$ cat src/common/rcc_vdd_config.svh
`ifndef RCC_VDD_CONFIG_SVH
`define RCC_VDD_CONFIG_SVH

// ========================================
// register select
// ========================================

// width of reg_addr
`define RCC_VDD_ADDR_W 2

// core 1 reset status register
`define RCC_VDD_ADDR_C1_RSR 2'd0
// core 2 reset status register
`define RCC_VDD_ADDR_C2_RSR 2'd1
// csr, only lsion lives in this domain
`define RCC_VDD_ADDR_CSR 2'd2

// ========================================
// reset status word
// ========================================

// 14 reset flags plus rmvf
`define RCC_VDD_RSR_W 15
// flag part of the word without rmvf
`define RCC_VDD_FLAG_W (`RCC_VDD_RSR_W - 1)

`endif
$ cat src/common/rcc_vdd_pkg.sv
`default_nettype none

`include "rcc_vdd_config.svh"

package rcc_vdd_pkg;

  // ========================================
  // reset status word, msb first
  // ========================================
  typedef struct packed {
    logic lpwr2rstf;  // low power reset, domain 2
    logic lpwr1rstf;  // low power reset, domain 1
    logic wwdg2rstf;  // window watchdog 2
    logic wwdg1rstf;  // window watchdog 1
    logic iwdg2rstf;  // independent watchdog 2
    logic iwdg1rstf;  // independent watchdog 1
    logic sft2rstf;   // cpu2 software reset
    logic sft1rstf;   // cpu1 software reset
    logic porrstf;    // power on reset
    logic pinrstf;    // nrst pin
    logic borrstf;    // brown out reset
    logic d2rstf;     // d2 domain reset
    logic d1rstf;     // d1 domain reset
    logic oblrstf;    // option byte load reset
    logic rmvf;       // remove flags, write 1 to clear
  } rsr_word_s;

  // same word seen as named flags or as plain bits
  typedef union packed {
    rsr_word_s                 fld;  // per flag view
    logic [`RCC_VDD_RSR_W-1:0] raw;  // bus view
  } rsr_word_u;

endpackage

`default_nettype wire

$ cat src/hdl/rcc_vdd_top.sv
`default_nettype none

`include "rcc_vdd_config.svh"

module rcc_vdd_top (
  input  wire                        clk,
  input  wire                        rst,
  input  wire                        testmode,
  // ========================================
  // register write
  // ========================================
  input  wire                        reg_wr,
  input  wire [`RCC_VDD_ADDR_W-1:0]  reg_addr,
  // ========================================
  // sources
  // ========================================
  input  wire                        func_rcc_vdd_wdata,
  input  wire                        func_nrst_in,
  input  wire                        func_obl_rst,
  input  wire                        func_lpwr2_rst,
  input  wire                        func_lpwr1_rst,
  input  wire                        func_wwdg1_out_rst,
  input  wire                        func_wwdg2_out_rst,
  input  wire                        func_cpu2_sftrst,
  input  wire                        func_cpu1_sftrst,
  input  wire                        func_pwr_por_rst,
  input  wire                        func_pwr_bor_rst,
  input  wire                        func_d2_rst,
  input  wire                        func_d1_rst,
  input  wire                        iwdg1_rst,           // bypasses the loopback
  input  wire                        iwdg2_rst,
  // ========================================
  // status and observation
  // ========================================
  output wire [`RCC_VDD_RSR_W-1:0]   c1_rsr,              // raw word
  output wire [`RCC_VDD_RSR_W-1:0]   c2_rsr,
  output wire                        csr_lsion,
  output wire                        gen_rcc_vdd_wdata,   // muxed values seen by the regs
  output wire                        gen_nrst_in,
  output wire                        gen_obl_rst,
  output wire                        gen_lpwr2_rst,
  output wire                        gen_lpwr1_rst,
  output wire                        gen_wwdg1_out_rst,
  output wire                        gen_wwdg2_out_rst,
  output wire                        gen_cpu2_sftrst,
  output wire                        gen_cpu1_sftrst,
  output wire                        gen_pwr_por_rst,
  output wire                        gen_pwr_bor_rst,
  output wire                        gen_d2_rst,
  output wire                        gen_d1_rst
);
  import rcc_vdd_pkg::*;

  rsr_word_u c1_rsr_u;  // register output, also fed back
  rsr_word_u c2_rsr_u;

  assign c1_rsr = c1_rsr_u.raw;
  assign c2_rsr = c2_rsr_u.raw;

  rcc_vdd_dft_sig_loopback u_loopback (
    .testmode           (testmode),
    .func_rcc_vdd_wdata (func_rcc_vdd_wdata),
    .func_nrst_in       (func_nrst_in),
    .func_obl_rst       (func_obl_rst),
    .func_lpwr2_rst     (func_lpwr2_rst),
    .func_lpwr1_rst     (func_lpwr1_rst),
    .func_wwdg1_out_rst (func_wwdg1_out_rst),
    .func_wwdg2_out_rst (func_wwdg2_out_rst),
    .func_cpu2_sftrst   (func_cpu2_sftrst),
    .func_cpu1_sftrst   (func_cpu1_sftrst),
    .func_pwr_por_rst   (func_pwr_por_rst),
    .func_pwr_bor_rst   (func_pwr_bor_rst),
    .func_d2_rst        (func_d2_rst),
    .func_d1_rst        (func_d1_rst),
    .c1_rsr             (c1_rsr_u),
    .c2_rsr             (c2_rsr_u),
    .csr_lsion          (csr_lsion),
    .gen_rcc_vdd_wdata  (gen_rcc_vdd_wdata),
    .gen_nrst_in        (gen_nrst_in),
    .gen_obl_rst        (gen_obl_rst),
    .gen_lpwr2_rst      (gen_lpwr2_rst),
    .gen_lpwr1_rst      (gen_lpwr1_rst),
    .gen_wwdg1_out_rst  (gen_wwdg1_out_rst),
    .gen_wwdg2_out_rst  (gen_wwdg2_out_rst),
    .gen_cpu2_sftrst    (gen_cpu2_sftrst),
    .gen_cpu1_sftrst    (gen_cpu1_sftrst),
    .gen_pwr_por_rst    (gen_pwr_por_rst),
    .gen_pwr_bor_rst    (gen_pwr_bor_rst),
    .gen_d2_rst         (gen_d2_rst),
    .gen_d1_rst         (gen_d1_rst)
  );

  rcc_vdd_reg u_reg (
    .clk           (clk),
    .rst           (rst),
    .reg_wr        (reg_wr),
    .reg_addr      (reg_addr),
    .wdata         (gen_rcc_vdd_wdata),  // data bit rides the loopback too
    .nrst_in       (gen_nrst_in),
    .obl_rst       (gen_obl_rst),
    .lpwr2_rst     (gen_lpwr2_rst),
    .lpwr1_rst     (gen_lpwr1_rst),
    .wwdg1_out_rst (gen_wwdg1_out_rst),
    .wwdg2_out_rst (gen_wwdg2_out_rst),
    .cpu2_sftrst   (gen_cpu2_sftrst),
    .cpu1_sftrst   (gen_cpu1_sftrst),
    .pwr_por_rst   (gen_pwr_por_rst),
    .pwr_bor_rst   (gen_pwr_bor_rst),
    .d2_rst        (gen_d2_rst),
    .d1_rst        (gen_d1_rst),
    .iwdg1_rst     (iwdg1_rst),
    .iwdg2_rst     (iwdg2_rst),
    .c1_rsr        (c1_rsr_u),
    .c2_rsr        (c2_rsr_u),
    .csr_lsion     (csr_lsion)
  );

endmodule

`default_nettype wire

$ cat src/hdl/rcc_vdd_dft_sig_loopback.sv
`default_nettype none

module rcc_vdd_dft_sig_loopback (
  input  wire                     testmode,            // 1 selects the xor loop
  // ========================================
  // functional sources
  // ========================================
  input  wire                     func_rcc_vdd_wdata,  // rises low to high, idles 0
  input  wire                     func_nrst_in,
  input  wire                     func_obl_rst,
  input  wire                     func_lpwr2_rst,
  input  wire                     func_lpwr1_rst,
  input  wire                     func_wwdg1_out_rst,
  input  wire                     func_wwdg2_out_rst,
  input  wire                     func_cpu2_sftrst,
  input  wire                     func_cpu1_sftrst,
  input  wire                     func_pwr_por_rst,
  input  wire                     func_pwr_bor_rst,
  input  wire                     func_d2_rst,
  input  wire                     func_d1_rst,
  // ========================================
  // register file readback
  // ========================================
  input  wire rcc_vdd_pkg::rsr_word_u c1_rsr,          // core 1 flags
  input  wire rcc_vdd_pkg::rsr_word_u c2_rsr,          // core 2 flags
  input  wire                     csr_lsion,
  // ========================================
  // muxed sources to the register file
  // ========================================
  output logic                    gen_rcc_vdd_wdata,
  output logic                    gen_nrst_in,
  output logic                    gen_obl_rst,
  output logic                    gen_lpwr2_rst,
  output logic                    gen_lpwr1_rst,
  output logic                    gen_wwdg1_out_rst,
  output logic                    gen_wwdg2_out_rst,
  output logic                    gen_cpu2_sftrst,
  output logic                    gen_cpu1_sftrst,
  output logic                    gen_pwr_por_rst,
  output logic                    gen_pwr_bor_rst,
  output logic                    gen_d2_rst,
  output logic                    gen_d1_rst
);
  import rcc_vdd_pkg::*;

  rsr_word_s   c1;         // field view of core 1
  rsr_word_s   c2;         // field view of core 2
  logic [12:0] func_vec;   // functional values in output order
  logic [12:0] test_vec;   // observation values in output order

  assign c1 = c1_rsr.fld;
  assign c2 = c2_rsr.fld;

  assign func_vec = {func_rcc_vdd_wdata, func_nrst_in, func_obl_rst, func_lpwr2_rst,
                     func_lpwr1_rst, func_wwdg1_out_rst, func_wwdg2_out_rst,
                     func_cpu2_sftrst, func_cpu1_sftrst, func_pwr_por_rst,
                     func_pwr_bor_rst, func_d2_rst, func_d1_rst};

  // xor pairs walk the words so every flag bit reaches some source
  // c1 wwdg, iwdg and sft flags stay out of the loop
  assign test_vec = {c1.lpwr2rstf ^ c1.lpwr1rstf,  // wdata
                     c1.porrstf   ^ c1.pinrstf,    // nrst_in
                     c1.borrstf   ^ c1.d2rstf,     // obl_rst
                     c1.d1rstf    ^ c1.oblrstf,    // lpwr2_rst
                     c1.rmvf      ^ c2.lpwr2rstf,  // lpwr1_rst, crosses cores
                     c2.lpwr1rstf ^ c2.wwdg2rstf,  // wwdg1_out_rst
                     c2.wwdg1rstf ^ c2.iwdg2rstf,  // wwdg2_out_rst
                     c2.iwdg1rstf ^ c2.sft2rstf,   // cpu2_sftrst
                     c2.sft1rstf  ^ c2.porrstf,    // cpu1_sftrst
                     c2.pinrstf   ^ c2.borrstf,    // pwr_por_rst
                     c2.d2rstf    ^ c2.d1rstf,     // pwr_bor_rst
                     c2.oblrstf   ^ c2.rmvf,       // d2_rst
                     csr_lsion};                   // d1_rst

  // one 2:1 mux per line, select shared
  assign {gen_rcc_vdd_wdata, gen_nrst_in, gen_obl_rst, gen_lpwr2_rst,
          gen_lpwr1_rst, gen_wwdg1_out_rst, gen_wwdg2_out_rst,
          gen_cpu2_sftrst, gen_cpu1_sftrst, gen_pwr_por_rst,
          gen_pwr_bor_rst, gen_d2_rst, gen_d1_rst} = testmode ? test_vec : func_vec;

endmodule

`default_nettype wire

$ cat src/rcc_vdd_reg/rcc_vdd_reg.sv
`default_nettype none

`include "rcc_vdd_config.svh"

module rcc_vdd_reg (
  input  wire                        clk,
  input  wire                        rst,
  // ========================================
  // register write
  // ========================================
  input  wire                        reg_wr,         // one cycle strobe
  input  wire [`RCC_VDD_ADDR_W-1:0]  reg_addr,       // valid with reg_wr
  input  wire                        wdata,          // single data bit
  // ========================================
  // reset source levels
  // ========================================
  input  wire                        nrst_in,        // pin reset
  input  wire                        obl_rst,        // option byte load
  input  wire                        lpwr2_rst,
  input  wire                        lpwr1_rst,
  input  wire                        wwdg1_out_rst,
  input  wire                        wwdg2_out_rst,
  input  wire                        cpu2_sftrst,
  input  wire                        cpu1_sftrst,
  input  wire                        pwr_por_rst,    // por from pwr block
  input  wire                        pwr_bor_rst,    // bor from pwr block
  input  wire                        d2_rst,
  input  wire                        d1_rst,
  input  wire                        iwdg1_rst,      // no loopback path
  input  wire                        iwdg2_rst,      // no loopback path
  // ========================================
  // register outputs
  // ========================================
  output rcc_vdd_pkg::rsr_word_u     c1_rsr,
  output rcc_vdd_pkg::rsr_word_u     c2_rsr,
  output logic                       csr_lsion
);
  import rcc_vdd_pkg::*;

  logic [13:0]                src_lvl;   // sampled as one vector
  logic [13:0]                src_q;     // previous edge sample
  logic                       rise_por, rise_bor, rise_nrst, rise_obl, rise_lpwr1, rise_lpwr2;
  logic                       rise_wwdg1, rise_wwdg2, rise_sft1, rise_sft2;
  logic                       rise_d1, rise_d2, rise_iwdg1, rise_iwdg2;
  rsr_word_s                  evt;       // events placed on flag positions
  logic [`RCC_VDD_FLAG_W-1:0] src_evt;   // shared by both cores
  logic                       wr_c1;
  logic                       wr_c2;
  logic                       wr_csr;

  assign src_lvl = {pwr_por_rst, pwr_bor_rst, nrst_in, obl_rst, lpwr1_rst, lpwr2_rst,
                    wwdg1_out_rst, wwdg2_out_rst, cpu1_sftrst, cpu2_sftrst,
                    d1_rst, d2_rst, iwdg1_rst, iwdg2_rst};

  always_ff @(posedge clk) begin
    if (rst) begin
      src_q <= '0;       // a level already high after reset counts as a rise
    end else begin
      src_q <= src_lvl;
    end
  end

  assign {rise_por, rise_bor, rise_nrst, rise_obl, rise_lpwr1, rise_lpwr2,
          rise_wwdg1, rise_wwdg2, rise_sft1, rise_sft2,
          rise_d1, rise_d2, rise_iwdg1, rise_iwdg2} = src_lvl & ~src_q;

  // ========================================
  // flag map
  // ========================================
  always_comb begin
    evt           = '0;
    evt.porrstf   = rise_por;
    evt.borrstf   = rise_por | rise_bor;              // por implies bor
    evt.pinrstf   = rise_por | rise_bor | rise_nrst;  // every supply reset pulls the pin
    evt.oblrstf   = rise_obl;
    evt.lpwr1rstf = rise_lpwr1 | rise_lpwr2;          // paired flags set together
    evt.lpwr2rstf = rise_lpwr1 | rise_lpwr2;
    evt.wwdg1rstf = rise_wwdg1 | rise_wwdg2;
    evt.wwdg2rstf = rise_wwdg1 | rise_wwdg2;
    evt.sft1rstf  = rise_sft1 | rise_sft2;
    evt.sft2rstf  = rise_sft1 | rise_sft2;
    evt.d1rstf    = rise_d1 | rise_d2;
    evt.d2rstf    = rise_d1 | rise_d2;
    evt.iwdg1rstf = rise_iwdg1 | rise_iwdg2;
    evt.iwdg2rstf = rise_iwdg1 | rise_iwdg2;
  end

  assign src_evt = evt[`RCC_VDD_RSR_W-1:1];  // rmvf slot never carries an event

  // write decode, code 3 selects nothing
  assign wr_c1  = reg_wr & (reg_addr == `RCC_VDD_ADDR_C1_RSR);
  assign wr_c2  = reg_wr & (reg_addr == `RCC_VDD_ADDR_C2_RSR);
  assign wr_csr = reg_wr & (reg_addr == `RCC_VDD_ADDR_CSR);

  always_ff @(posedge clk) begin
    if (rst) begin
      csr_lsion <= 1'b0;
    end else if (wr_csr) begin
      csr_lsion <= wdata;  // lsi enable
    end
  end

  // ========================================
  // per core status
  // ========================================
  rcc_vdd_rsr u_c1_rsr (
    .clk      (clk),
    .rst      (rst),
    .src_evt  (src_evt),
    .rmv_wr   (wr_c1),
    .rmv_data (wdata),
    .rsr      (c1_rsr)
  );

  rcc_vdd_rsr u_c2_rsr (
    .clk      (clk),
    .rst      (rst),
    .src_evt  (src_evt),
    .rmv_wr   (wr_c2),
    .rmv_data (wdata),
    .rsr      (c2_rsr)
  );

endmodule

`default_nettype wire

$ cat src/rcc_vdd_reg/rcc_vdd_rsr.sv
`default_nettype none

`include "rcc_vdd_config.svh"

// reset status register of one core
module rcc_vdd_rsr (
  input  wire                         clk,
  input  wire                         rst,
  // ========================================
  // event side
  // ========================================
  input  wire [`RCC_VDD_FLAG_W-1:0]   src_evt,   // one cycle pulses, field order, no rmvf
  // ========================================
  // register write side
  // ========================================
  input  wire                         rmv_wr,    // write strobe for this rsr
  input  wire                         rmv_data,  // new rmvf value
  output rcc_vdd_pkg::rsr_word_u      rsr        // flags and rmvf
);
  import rcc_vdd_pkg::*;

  rsr_word_u                  rsr_q;      // registered word
  logic [`RCC_VDD_FLAG_W-1:0] flags_cur;  // current flags only
  logic [`RCC_VDD_FLAG_W-1:0] flags_nxt;  // next flag state

  assign flags_cur = rsr_q.raw[`RCC_VDD_RSR_W-1:1];  // drop rmvf

  // ========================================
  // next state of the flags
  // ========================================
  always_comb begin
    if (rsr_q.fld.rmvf) begin
      flags_nxt = '0;                  // removal active, hold clear and drop events
    end else begin
      flags_nxt = flags_cur | src_evt;  // sticky set
    end
  end

  // ========================================
  // state
  // ========================================
  always_ff @(posedge clk) begin
    if (rst) begin
      rsr_q.raw <= '0;                             // all flags and rmvf low
    end else begin
      rsr_q.raw[`RCC_VDD_RSR_W-1:1] <= flags_nxt;  // flags every cycle
      if (rmv_wr) begin
        rsr_q.fld.rmvf <= rmv_data;                // clear takes hold on the next edge
      end
    end
  end

  assign rsr = rsr_q;  // straight from the flops

endmodule

`default_nettype wire

$ cat config.mk
export PLATFORM = sky130hd
export DESIGN_NAME = rcc_vdd_top
export DESIGN_NICKNAME = d
export VERILOG_FILES = /design/src/common/rcc_vdd_pkg.sv /design/src/hdl/rcc_vdd_top.sv /design/src/hdl/rcc_vdd_dft_sig_loopback.sv /design/src/rcc_vdd_reg/rcc_vdd_reg.sv /design/src/rcc_vdd_reg/rcc_vdd_rsr.sv
export VERILOG_INCLUDE_DIRS = /design/src /design/src/common
export SDC_FILE = /design/constraint.sdc
export NUM_CORES = 1
export LEC_CHECK = 0
export ABC_CLOCK_PERIOD_IN_PS = 1350
export BUFFER_PORTS_ARGS = -buffer_cell sky130_fd_sc_hd__buf_2
export CAP_MARGIN = 5
export CORE_MARGIN = 2
export CORE_UTILIZATION = 45
export DETAILED_ROUTE_END_ITERATION = 10
export PLACE_DENSITY = 0.72
export SYNTH_ARGS = -nofsm -noshare
export SYNTH_HDL_FRONTEND = slang
export SYNTH_HIERARCHICAL = 1
export SYNTH_SLANG_ARGS = --single-unit
$ cat constraint.sdc
create_clock -name clk -period 1.35 [get_ports clk]
set_clock_uncertainty 0.05 [all_clocks]
set_input_delay 0.2025 -clock clk [delete_from_list [all_inputs] [get_ports clk]]
set_output_delay 0.2025 -clock clk [all_outputs]
set_load 0.02 [all_outputs]
# After elaboration in Yosys (flattened, before gate mapping)
# Cells that the tools add are included.
# op_classes
n_eq_ne,2
muxes,1
n_bitwise,26
reduce_logical,3
# op_table
cell,n
OR 14 bit,2
AND 14 bit,1
NOT 14 bit,1
two-way mux 13 bit,1
XOR 1 bit,12
OR 1 bit,7
OR reduction 2 bit,2
AND 1 bit,3
"== test 2 x 1 -> 1 bit, second input constant",1
"== test 2 bit, second input constant",1
logical NOT 2 bit,1
# word_totals
ff_bits,45
wordCells,38
input_bits,21
output_inout_bits,44

# Longest topological paths before layout
# depth
ltp_word,6
mapped_depth,7
mapped_depth_nobuf,5

# Hierarchy
# The synthesis kept the hierarchy.
# modules_own_cells
mod,area_per_inst_um2,seq_area_each_um2,cells_each,n_inst
rcc_vdd_rsr,441.7,300.3,33,2
rcc_vdd_reg,531.8,300.3,58,1
rcc_vdd_dft_sig_loopback,274.0,0.0,40,1

# Worst setup path after synthesis
# Ideal clock, no wire load.
# synth_path
path_kind,register to register
start,register u_reg.u_c1_rsr.rsr_q (netlist bit u_reg/u_c1_rsr/rsr[0])
end,register u_reg.u_c1_rsr.rsr_q (netlist bit u_reg/u_c1_rsr/rsr[13])
stages_incl_launch_ff,6
synth_period_minus_slack_ps,1657
slack_ps,-307
n_path_buf,0
setup_ps,58
t_arrival_ps,1549
required_ps,1242
path_cell_list,dfxtp_1 xnor2_1 a21oi_1 inv_1 o22ai_1 o21a_1
# synth_lines
element,line,rtl
from (decl),rcc_vdd_rsr.sv:22,rsr_word_u rsr_q;

# Worst setup path after layout
# layout_path
start,register u_reg.u_c2_rsr.rsr_q (netlist bit u_reg/u_c2_rsr/rsr[12])
end,output port gen_wwdg1_out_rst
# layout_between
elab_chain_cells,2
# layout_lines
element,line,rtl
from (decl),rcc_vdd_rsr.sv:22,
XOR 1 bit,rcc_vdd_dft_sig_loopback.sv:66,"c2.lpwr1rstf ^ c2.wwdg2rstf,"
two-way mux 13 bit,rcc_vdd_dft_sig_loopback.sv:79,"gen_pwr_bor_rst, gen_d2_rst, gen_d1_rst} = testmode ? test_vec : func_vec;"
to (decl),rcc_vdd_top.sv:43,"output wire gen_wwdg1_out_rst,"
# No other way between the ends.

==> flow_metrics.py <==
metrics = {
    "yosys": {
        "yosys-top-cells-count": "dfxtp_1, o21a_1, nor2_1",
        "synth.top_cell.area_share_pct": 53.3,
        "syn_area_sq_um": 1690,
        "syn-num-nets": 185,
        "postSynthAreaPerCell_sq_um": 10.3,
        "dominantRegCellSynth": "dfxtp_1",
        "synth_area_leaders": "dfxtp_1, o21a_1, xnor2_1, nor2_1, a21oi_1",
        "yosys.cell_count.top_type": "dfxtp_1",
        "yosys.cell_types.count": 22,
        "synth_edf_count": 0,
        "synth-async-reset-ratio_pct": 0,
        "ys_seq_area_share_pct": 53.3,
        "ys_warn_count": 6,
        "synthCells": 164,
        "yosysTopAreaCell": "dfxtp_1",
        "synth-seq-cells": 45,
    },
    "floorplan": {
        "core_area_sq_um": 3630,
        "pin_count": 65,
        "std_cell_rows": 22,
        "die_y_microns": 65.3,
        "initial_core_util_pct": 46.5,
        "fp.dieArea_sq_um": 4260,
        "die_w_microns": 65.3,
    },
    "route": {
        "wl_microns": 3730,
        "antenna_left": 0,
        "vias": 1417,
        "dr.pass1.iters": 4,
        "via_per_inst": 4.74,
        "wl_per_cell_microns": 12.5,
        "drtIter0Drc": 39,
        "drc": 0,
    },
    "critical_path": {
        "cp_top_family": "flip-flops",
        "worst_path_most_repeated_cell": "buf_6",
        "cp_slowest_cell": "dfxtp_2",
        "rr_endpoint": "u_reg/u_c1_rsr/rsr[1]",
        "path_cells": "xnor2_2 -> a21oi_4 -> buf_6 -> buf_6",
        "cp-start-kind": "flip-flop",
        "worstRegToRegCells": 6,
        "critPathArrivalTime_ps": 1170,
        "crit_type": "flip-flop to output port",
        "cp_num_buf_inv": 2,
        "crit_fanout": 3,
        "timing.rr.start": "u_reg/u_c1_rsr/rsr[4]",
        "cp_slowest_stage_delay_ps": 340,
        "end_kind": "output port",
        "reg2reg_slack_ps": 20,
        "critPathRequiredTime_ps": 1100,
    },
    "timing": {
        "layout_setup_ws_ps": -67.5,
        "period_minus_slack_ps": 1420,
        "finalSetupViolations": 2,
        "period_share_pct": 105,
        "max_freq_ghz": 0.705,
        "finalHoldViolCount": 0,
        "slew_headroom_pct": 75.6,
        "finalSetupTns_ps": -79.4,
        "grt_setup_unrepaired": "true",
        "worst_pin_slew_ps": 365,
        "finalMaxSlewViolations": 0,
    },
    "clock_network": {
        "cts_hold_buffers": 0,
        "numClockSinks": 45,
        "cts_tree": "built",
        "cts_made_buffers": 5,
        "clock_path_buffers": 2,
        "htreeDepth": 2,
        "root_buffer": "clkbuf_8",
        "clk_transition_reported_paths_ps": 80,
        "insertion_delay_ps": 300,
    },
    "outcome": {
        "status": "finished with violations",
        "violations": "negative setup slack",
    },
    "power": {
        "power_density_nw_per_um2": 1480,
        "leakagePower_uw": 0.00121,
        "vdd_ir_drop_max_mv": 0.993,
    },
    "run": {
        "drv_cap": 0,
    },
    "place": {
        "port_buffers": 64,
        "dp_hpwl_microns": 2630,
        "place_congestion": 0.820,
        "dp_cells": 281,
    },
    "cells_and_area": {
        "drive_above_1_share_pct": 58.6,
        "syn_to_final_growth_pct": 52.7,
        "fin_util_pct": 71.0,
        "stdcell_count": 299,
        "nets": 271,
        "n_antenna_cell": 0,
    },
    "worst_hold_path": {
        "hold_class": "primary input to flip-flop",
        "hp-start": "iwdg2_rst",
        "holdPathEnd": "u_reg/src_q[0]",
        "min_delay_path_depth": 3,
    },
    "global_route": {
        "grt-ovfl-total": 0,
        "grt_pass1_wl_microns": 5930,
        "first_global_vias": 1436,
        "track_usage_pct": 18.5,
        "grt_max_degree": 15,
        "antenna_found_initial": 0,
    },
}
[metal layers]
layer	global-route usage, %	share of wire (%)	vias up
met1	20.0	43	661
met2	31.3	49	36
met3	7.71	5.9	9
li1	-	-	711
met5	0	0	-
met4	8.85	1.9	0
[registers in the layout, summed over array words and instances, names as in the netlist]
signal and cells:
u_reg/u_c2_rsr/rsr 15, u_reg/csr_lsion 1, u_reg/src_q 14, u_reg/u_c1_rsr/rsr 15
[how the worst max path moves through the flow]
stage / startpoint / endpoint / slack, ps / depth (start not counted)
after floorplan: testmode / u_reg/u_c2_rsr/rsr[13] / -10 / 6
after global placement: testmode / u_reg/u_c2_rsr/rsr[3] / -10 / 6
after detailed placement: testmode / u_reg/u_c1_rsr/rsr[11] / -30 / 8
after CTS: u_reg/u_c2_rsr/rsr[13] / gen_wwdg1_out_rst / -90 / 4
after global routing: u_reg/u_c2_rsr/rsr[12] / gen_wwdg1_out_rst / -120 / 4
final: u_reg/u_c2_rsr/rsr[12] / gen_wwdg1_out_rst / -70 / 4
[cell type report]
| cell class | instances | area [sq um] |
|---|---|---|
| Sequential cell | 45 | 941 |
| Clock inverter | 1 | 30.0 |
| Multi-Input combinational cell | 100 | 855 |
| Clock buffer | 7 | 86.3 |
| Timing Repair Buffer | 85 | 559 |
| Tap cell | 48 | 60.1 |
| Fill cell | 297 | 1050 |
| Inverter | 13 | 48.8 |
[stage by stage]
stage	hold slack [ps]	total power (uW)	setup slack, ps	cell area, sq um
floorplan	215	2280	-10.9	1810
global placement	385	2590	-11.8	2220
detailed placement	389	2600	-34.9	2220
CTS	86.3	3750	-91.4	2480
global route	106	4000	-116	2580
finish	98.6	3810	-67.5	2580
[cells by family after synthesis]
group / synth area share [%]
xor+xnor: 6.22
buf+inv: 7.33
flops: 53.3
mux: 2.67
simple gates: 11.6
compound gates: 18.9
[what timing repair did]
item / in CTS / in global routing
endpoints found under the hold margin: 0 / 0
endpoints found under the setup margin: 11 / 22
setup buffers: 9 / 2
pin swaps: 9 / 12
gates resized for setup: 24 / 18
[layout by cell type, fill, tap and decap left out, types with 2 or more instances in the layout]
cell type  count
a21oi_2        7
a21oi_4        5
buf_12         2
buf_2         52
buf_4         24
buf_6          7
clkbuf_8       6
dfxtp_1       21
dfxtp_2       20
dfxtp_4        4
inv_1         12
mux2i_1        3
nand2b_1       3
nor2_1        26
nor2_4         2
nor2b_1        3
o21a_1        28
o22ai_2        3
xnor2_1        3
xnor2_2        8
[report_power, final]
part,internal [uW],switching (uW)
Sequential,1500,136
Combinational,561,582
Clock,603,420
Total,2670,1140
[worst register-to-register path: stages, from the launching register on]
cell and delay [ps]:
dfxtp_2 340, xnor2_2 160, a21oi_2 90, buf_4 140
buf_4 130, nor2b_1 140, o21a_1 180
(Power assumes the default switching activity.)
